==> src/common/filterPkg.sv <==
package filterPkg;

  // number of filter slots in the bank
  localparam int numFilts = 10;

  localparam int stateWidth = 27;

  // increment and decay share one width
  // decay is a fraction scaled by 2**stateWidth
  localparam int constWidth = 27;

  // full state times decay product
  localparam int decayWidth = stateWidth + constWidth;

  typedef logic [stateWidth-1:0] filterState_t;

  typedef logic [constWidth-1:0] filterConst_t;

  // saturation ceiling
  localparam filterState_t stateMax = '1;

endpackage

==> src/common/linkPkg.sv <==
package linkPkg;

  // spike count carried with each tag
  localparam int ctWidth = 9;

  // wide enough to name every filter slot
  localparam int tagWidth = 4;

  typedef logic [tagWidth-1:0] filtIdx_t;

  typedef logic [ctWidth-1:0] spikeCt_t;

endpackage

==> src/common/tagIf.sv <==
`timescale 1ns/10ps

interface tagIf;

  logic              req;
  logic              ack;
  linkPkg::filtIdx_t tag;
  linkPkg::spikeCt_t ct;

  // four-phase, data held while req is high
  modport sender (
    output req, tag, ct,
    input  ack
  );

  modport receiver (
    input  req, tag, ct,
    output ack
  );

endinterface

==> src/common/reportIf.sv <==
`timescale 1ns/10ps

interface reportIf;

  logic                   req;
  logic                   ack;
  linkPkg::filtIdx_t      idx;
  filterPkg::filterState_t state;

  // one filter report per handshake
  modport sender (
    output req, idx, state,
    input  ack
  );

  modport receiver (
    input  req, idx, state,
    output ack
  );

endinterface

==> src/tagReceiver.sv <==
`timescale 1ns/10ps

module tagReceiver (
  input  logic              clk,
  input  logic              rstN,
  input  logic              inReq,
  input  linkPkg::filtIdx_t inTag,
  input  linkPkg::spikeCt_t inCt,
  output logic              inAck,
  tagIf.sender              tags
);
  import linkPkg::*;

  filtIdx_t tagHold;
  spikeCt_t ctHold;
  logic     idle;

  // no message in flight on either side
  assign idle = !tags.req && !inAck;

  assign tags.tag = tagHold;
  assign tags.ct  = ctHold;

  always_ff @(posedge clk) begin
    if (!rstN) begin
      tags.req <= 1'b0;
      inAck    <= 1'b0;
    end else if (idle) begin
      if (inReq) begin
        tags.req <= 1'b1;
      end
    end else if (tags.req) begin
      // bank has consumed it, now answer outside
      if (tags.ack) begin
        tags.req <= 1'b0;
        inAck    <= 1'b1;
      end
    end else if (!tags.ack && !inReq) begin
      inAck <= 1'b0;
    end
  end

  always_ff @(posedge clk) begin
    if (idle && inReq) begin
      tagHold <= inTag;
      ctHold  <= inCt;
    end
  end

  // sender must hold the tag until we answer
  assert property (@(posedge clk) disable iff (!rstN)
    (inReq && !inAck) |=> (!inReq || $stable(inTag)))
    else $error("inTag changed while inReq was waiting for inAck");

endmodule

==> src/filterBank/filterStateBank.sv <==
`timescale 1ns/10ps

module filterStateBank (
  input  logic                    clk,
  input  logic                    rstN,
  input  logic                    updatePulse,
  input  filterPkg::filterConst_t incrementConstant,
  input  filterPkg::filterConst_t decayConstant,
  input  linkPkg::filtIdx_t       filtsUsed,
  tagIf.receiver                  tags,
  reportIf.sender                 reports
);
  import filterPkg::*;
  import linkPkg::*;

  filterState_t states [numFilts];

  logic         sweeping;
  logic         waitAckLow;
  logic         issue;
  filtIdx_t     sweepIdx;
  filtIdx_t     activeCt;
  filtIdx_t     lastIdx;

  logic         tagHit;
  filterState_t tagState;
  logic [constWidth+ctWidth-1:0] incProd;
  logic [constWidth+ctWidth:0]   accSum;
  filterState_t accState;

  logic [decayWidth-1:0] decayProd;
  filterState_t          decayState;

  // filtsUsed beyond the bank size is clamped
  assign activeCt = (filtsUsed > filtIdx_t'(numFilts)) ? filtIdx_t'(numFilts) : filtsUsed;
  assign lastIdx  = activeCt - filtIdx_t'(1);
  assign tagHit   = tags.tag < activeCt;

  always_comb begin
    tagState = '0;
    if (tagHit) begin
      tagState = states[tags.tag];
    end
  end

  // accumulate with saturation
  assign incProd  = incrementConstant * tags.ct;
  assign accSum   = tagState + incProd;
  assign accState = (accSum > stateMax) ? stateMax : accSum[stateWidth-1:0];

  // keep the upper half of state * fraction
  assign decayProd  = states[sweepIdx] * decayConstant;
  assign decayState = decayProd[decayWidth-1 -: stateWidth];

  // ready to put the next report on the link
  assign issue = sweeping && !reports.req && !waitAckLow;

  always_ff @(posedge clk) begin
    if (!rstN) begin
      for (int i = 0; i < numFilts; i++) begin
        states[i] <= '0;
      end
      tags.ack    <= 1'b0;
      reports.req <= 1'b0;
      sweeping    <= 1'b0;
      waitAckLow  <= 1'b0;
      sweepIdx    <= '0;
    end else begin
      // tag intake only while idle so a sweep stalls the input link
      if (!sweeping && tags.req && !tags.ack) begin
        tags.ack <= 1'b1;
        if (tagHit) begin
          states[tags.tag] <= accState;
        end
      end else if (tags.ack && !tags.req) begin
        tags.ack <= 1'b0;
      end

      if (!sweeping) begin
        if (updatePulse && activeCt != '0) begin
          sweeping <= 1'b1;
          sweepIdx <= '0;
        end
      end else if (issue) begin
        reports.req <= 1'b1;
      end else if (reports.req) begin
        // reported value is out so decay it in place
        if (reports.ack) begin
          states[sweepIdx] <= decayState;
          reports.req      <= 1'b0;
          waitAckLow       <= 1'b1;
        end
      end else if (waitAckLow && !reports.ack) begin
        waitAckLow <= 1'b0;
        if (sweepIdx >= lastIdx) begin
          sweeping <= 1'b0;
        end else begin
          sweepIdx <= sweepIdx + filtIdx_t'(1);
        end
      end
    end
  end

  // pre-decay value travels with the request
  always_ff @(posedge clk) begin
    if (issue) begin
      reports.idx   <= sweepIdx;
      reports.state <= states[sweepIdx];
    end
  end

  // pulses are not queued
  assert property (@(posedge clk) disable iff (!rstN)
    sweeping |-> !updatePulse)
    else $error("updatePulse arrived during a sweep and was dropped");

  assert property (@(posedge clk) disable iff (!rstN)
    (!reports.req && reports.ack) |=> !reports.req)
    else $error("report req raised before the previous ack fell");

endmodule

==> src/stateReporter.sv <==
`timescale 1ns/10ps

module stateReporter (
  input  logic                    clk,
  input  logic                    rstN,
  input  logic                    outAck,
  output logic                    outReq,
  output linkPkg::filtIdx_t       outIdx,
  output filterPkg::filterState_t outState,
  reportIf.receiver               reports
);
  import filterPkg::*;
  import linkPkg::*;

  filtIdx_t     idxHold;
  filterState_t stateHold;
  logic         take;

  // report pending and no ack on either side
  assign take = reports.req && !reports.ack && !outAck;

  assign outIdx   = idxHold;
  assign outState = stateHold;

  always_ff @(posedge clk) begin
    if (!rstN) begin
      outReq      <= 1'b0;
      reports.ack <= 1'b0;
    end else if (!outReq && !reports.ack) begin
      if (take) begin
        outReq <= 1'b1;
      end
    end else if (outReq) begin
      // off-chip side took it so release the bank
      if (outAck) begin
        outReq      <= 1'b0;
        reports.ack <= 1'b1;
      end
    end else if (!reports.req && !outAck) begin
      reports.ack <= 1'b0;
    end
  end

  always_ff @(posedge clk) begin
    if (take) begin
      idxHold   <= reports.idx;
      stateHold <= reports.state;
    end
  end

  assert property (@(posedge clk) disable iff (!rstN)
    (outReq && $past(outReq)) |-> $stable(outState))
    else $error("outState changed while outReq was high");

endmodule

==> src/spikeFilterTop.sv <==
`timescale 1ns/10ps

module spikeFilterTop (
  input  logic                    clk,
  input  logic                    rstN,
  // tag input link
  input  logic                    inReq,
  output logic                    inAck,
  input  linkPkg::filtIdx_t       inTag,
  input  linkPkg::spikeCt_t       inCt,
  // report output link
  output logic                    outReq,
  input  logic                    outAck,
  output linkPkg::filtIdx_t       outIdx,
  output filterPkg::filterState_t outState,
  // static config
  input  filterPkg::filterConst_t incrementConstant,
  input  filterPkg::filterConst_t decayConstant,
  input  linkPkg::filtIdx_t       filtsUsed,
  input  logic                    updatePulse
);

  tagIf    tagLink ();
  reportIf reportLink ();

  tagReceiver tagRx (
    .clk   (clk),
    .rstN  (rstN),
    .inReq (inReq),
    .inTag (inTag),
    .inCt  (inCt),
    .inAck (inAck),
    .tags  (tagLink.sender)
  );

  filterStateBank stateBank (
    .clk               (clk),
    .rstN              (rstN),
    .updatePulse       (updatePulse),
    .incrementConstant (incrementConstant),
    .decayConstant     (decayConstant),
    .filtsUsed         (filtsUsed),
    .tags              (tagLink.receiver),
    .reports           (reportLink.sender)
  );

  stateReporter reporter (
    .clk      (clk),
    .rstN     (rstN),
    .outAck   (outAck),
    .outReq   (outReq),
    .outIdx   (outIdx),
    .outState (outState),
    .reports  (reportLink.receiver)
  );

endmodule

==> config.mk <==
export PLATFORM = sky130hd
export DESIGN_NAME = spikeFilterTop
export DESIGN_NICKNAME = d
export VERILOG_FILES = /design/src/common/filterPkg.sv /design/src/common/linkPkg.sv /design/src/common/tagIf.sv /design/src/common/reportIf.sv /design/src/tagReceiver.sv /design/src/filterBank/filterStateBank.sv /design/src/stateReporter.sv /design/src/spikeFilterTop.sv
export SDC_FILE = /design/constraint.sdc
export NUM_CORES = 2
export LEC_CHECK = 0
export BUFFER_PORTS_ARGS = -buffer_cell sky130_fd_sc_hd__buf_2
export CAP_MARGIN = 40
export CORE_ASPECT_RATIO = 1.25
export CORE_MARGIN = 2
export CORE_UTILIZATION = 50
export CTS_CLUSTER_SIZE = 30
export DETAILED_ROUTE_END_ITERATION = 6
export PLACE_DENSITY = 0.76
export SYNTH_ARGS = -nofsm -noshare
export SYNTH_HDL_FRONTEND = slang
export SYNTH_SLANG_ARGS = --single-unit
==> constraint.sdc <==
create_clock -name clk -period 10.6 [get_ports clk]
set_input_delay 1.59 -clock clk [delete_from_list [all_inputs] [get_ports clk]]
set_output_delay 1.59 -clock clk [all_outputs]
set_load 0.005 [all_outputs]
==> out/metrics.cfg <==
[status]
run_status=finished clean

[clock_network]
clockBufferDepth=3
numCtsBuffers=51
clk_pin_slew_ns=0.07
tritoncts=built
clockRootBuffer=sky130_fd_sc_hd__clkbuf_16
num_clock_sinks=527
clock_latency_at_the_later_pin_of_the_worst_skew_pair_ns=0.66
ctsHtreeMaxLevel=2

[timing]
hold_violation_count_in_the_final_report=0
worst_pin_slew_ns=0.986
final_setup_violating_endpoints=0
clock.fmax_ghz=0.0988
finalSetupTns_ns=0
final_critical_path_share_of_the_clock_period_pct=95.5
rsz_0062_raised_after_global_routing=false
final_max_slew_viol_count=0
max-slew-margin-rel_pct=34.3
fin_skew_ns=0.0348
final.min_clock_period_ns=10.12

[logic_synthesis]
synth-edff-count=507
synth.net_count=6305
synth_common_cells=sky130_fd_sc_hd__inv_1 (945), sky130_fd_sc_hd__fa_1 (823), sky130_fd_sc_hd__nand2_1 (682)
synth.cell_area_sq_um=57100
post_synth_num_cell_types=90
number_of_flip_flops_and_latches_in_the_synthesized_netlist=527
yosysMostFrequentCell=sky130_fd_sc_hd__inv_1
postSynthCellCount=5135
synth.top_cells.by_area=sky130_fd_sc_hd__fa_1 (29%), sky130_fd_sc_hd__edfxtp_1 (27%), sky130_fd_sc_hd__mux4_2 (10%)
yosys_warnings=0
yosysSeqAreaShare_pct=27.4
synth_area_per_cell_sq_um=11.1
post-synth-top-area-cell=sky130_fd_sc_hd__fa_1
ys_dominant_reg_cell=sky130_fd_sc_hd__edfxtp_1
synth_top_cell_area_share_pct=28.8
async_reset_ff_share_pct=0

[detailed_routing]
detail-route-antenna-nets=0
routed-via-count=41500
via_per_inst=6.23
routedWlPerCell_microns=24.8
drcViolationCount=0
drt-total-wl_mm=165
dr.pass1.iters=6
dr.first_iter.drc_count=4859

[grt]
grt_max_degree=76
grt_antenna_before_repair=5
grt_first_pass_wirelength_mm=255
globalRoute.totalOverflow=0
first_global_vias=44200
globalRouteTotalUtil_pct=28.7

[cells_and_area]
nNetsFinal=6310
final_layout_size_suffix_gt1_share_pct=12.6
synthToLayoutAreaGrowth_pct=7.31
utilization_pct=54.1
num-fill-cells=9387

[die]
design.die.area_sq_um=117000
chipWidth_microns=306
floorplan.rows=138
floorplan.io_pins=109
initial_utilization_pct=50.4
die_h_microns=382
placeableCoreArea_sq_um=113000

[critical_path]
timing.critical_path.fanout_max=28
timing.critical_path.required_ns=10.98
crit_path_class=register to register
cp-start-kind=register
cp_data_arrival_time_ns=10.50
timing.critical_path.to_type=register

[placement]
port-buffer-count=108
post-dp-hpwl_mm=121
place.gp.congestion=0.951

[run]
max_cap_violations=0

[worst_hold_path]
min-delay-path-class=register to register

## logic make-up (layout without fill, tap and decap cells)
logic type                 after synthesis  in the layout  synth area share [%]
AOI/OAI and AO/OA                      496            496                  5.67
buffers and inverters                 1236           1284                  8.20
other                                    0              3                     0
adders and majority gates             1094           1094                  34.8
xor gates and xnor gates                54             54                 0.841
muxes                                  279            279                  10.7
and+or+nand+nor                       1449           1449                  12.5
DFF                                    527            527                  27.4
## area by class of cell
class	instances	area (sq um)	area share (%)
Antenna cell	3	7.51	0.0122
Sequential cell	527	15600	25.5
Tap cell	1470	1840	3.00
Clock inverter	32	245	0.400
Clock buffer	64	1330	2.16
Timing Repair Buffer	241	1800	2.94
Inverter	947	3550	5.80
Multi-Input combinational cell	3372	36900	60.2
## sequential cells by signal (all words and copies together), names as in the netlist, 4 cells and up, named ones only
name	flops
reporter.outIdx	4
stateBank.reports.state	27
tagRx.tags.ct	9
reporter.outState	27
stateBank.sweepIdx	4
stateBank.reports.idx	4
tagRx.tags.tag	4
stateBank.states	432
## placed cells by master, fill, tap and decap left out, types with 13 or more instances in the layout
master / Yosys / layout
sky130_fd_sc_hd__a21oi_1: 105 / 105
sky130_fd_sc_hd__o22ai_1: 169 / 168
sky130_fd_sc_hd__edfxtp_1: 507 / 507
sky130_fd_sc_hd__clkinv_2: 0 / 13
sky130_fd_sc_hd__a21o_1: 30 / 30
sky130_fd_sc_hd__nand3_1: 39 / 39
sky130_fd_sc_hd__inv_1: 945 / 944
sky130_fd_sc_hd__nor2_1: 135 / 134
sky130_fd_sc_hd__and2_1: 422 / 420
sky130_fd_sc_hd__dfxtp_1: 20 / 14
sky130_fd_sc_hd__buf_4: 2 / 103
sky130_fd_sc_hd__buf_8: 0 / 19
sky130_fd_sc_hd__buf_2: 22 / 109
sky130_fd_sc_hd__xor2_1: 26 / 26
sky130_fd_sc_hd__clkbuf_1: 198 / 13
sky130_fd_sc_hd__nor2b_1: 26 / 22
sky130_fd_sc_hd__clkbuf_16: 0 / 51
sky130_fd_sc_hd__mux4_2: 265 / 265
sky130_fd_sc_hd__nand4_1: 27 / 27
sky130_fd_sc_hd__fa_1: 823 / 823
sky130_fd_sc_hd__o21ai_0: 60 / 60
sky130_fd_sc_hd__ha_1: 271 / 271
sky130_fd_sc_hd__xnor2_1: 27 / 27
sky130_fd_sc_hd__nor3_1: 25 / 24
sky130_fd_sc_hd__nand2_1: 682 / 682
## per-layer routing
| layer | wire, microns | vias to the layer above | GRT usage [%] |
|---|---|---|---|
| met1 | 53000 | 20900 | 32.9 |
| met3 | 18900 | 828 | 7.33 |
| met4 | 12100 | 4 | 16.4 |
| met5 | 25 | - | 0 |
| met2 | 80800 | 2857 | 48.8 |
| li1 | - | 16900 | - |
## worst paths after layout
check,from,endpoint,slack (ns),cells after the start
max,register,stateBank.states[6][20]$_SDFFCE_PN0P_,0.48,27
min,stateBank.reports.state[19]$_DFFE_PP_,reporter.outState[19]$_DFFE_PP_,0.42,0
min reg2reg,stateBank.reports.state[19]$_DFFE_PP_,reporter.outState[19]$_DFFE_PP_,0.42,0
max reg2reg,register,stateBank.states[6][20]$_SDFFCE_PN0P_,0.48,27
## repair_timing
action | in CTS | in global routing
buffers inserted | 0 | 2
hold buffers | 0 | 0
setup endpoints to repair | 0 | 53
gates resized for setup | 0 | 1
endpoints found under the hold margin | 0 | 0
## worst max-delay path, cell delays in order (launching register included)
cell and delay, ns:
sky130_fd_sc_hd__dfxtp_4 0.66, sky130_fd_sc_hd__buf_12 0.28, sky130_fd_sc_hd__mux4_2 0.54, sky130_fd_sc_hd__mux4_2 0.83, sky130_fd_sc_hd__and2_1 0.34, sky130_fd_sc_hd__fa_1 0.54
sky130_fd_sc_hd__inv_1 0.05, sky130_fd_sc_hd__fa_1 0.48, sky130_fd_sc_hd__inv_1 0.06, sky130_fd_sc_hd__fa_1 0.48, sky130_fd_sc_hd__fa_1 0.59, sky130_fd_sc_hd__fa_1 0.44
sky130_fd_sc_hd__fa_1 0.54, sky130_fd_sc_hd__inv_1 0.06, sky130_fd_sc_hd__fa_1 0.48, sky130_fd_sc_hd__inv_1 0.04, sky130_fd_sc_hd__ha_1 0.39, sky130_fd_sc_hd__a21o_1 0.22
sky130_fd_sc_hd__a31o_2 0.22, sky130_fd_sc_hd__a221oi_2 0.25, sky130_fd_sc_hd__o21ai_0 0.35, sky130_fd_sc_hd__a221oi_1 0.38, sky130_fd_sc_hd__o21ai_1 0.18, sky130_fd_sc_hd__a311oi_2 0.46
sky130_fd_sc_hd__o21ai_0 0.24, sky130_fd_sc_hd__xnor2_2 0.31, sky130_fd_sc_hd__buf_4 0.24, sky130_fd_sc_hd__o22ai_1 0.10
## per-stage QoR
step,instances,hold slack (ns),worst slack (ns),cell area (sq um)
6_report,6656,0.416,0.475,61300
3_5_place_dp,6554,0.405,0.369,59700
4_1_cts,6650,0.419,0.321,61200
3_3_place_gp,6528,0.402,0.539,59300
2_1_floorplan,5135,0.400,1.23,57100
5_1_grt,6653,0.426,0.0517,61300
Power is not shown: default switching activity piles up to over one toggle a cycle in this logic, so the estimate is an artifact.
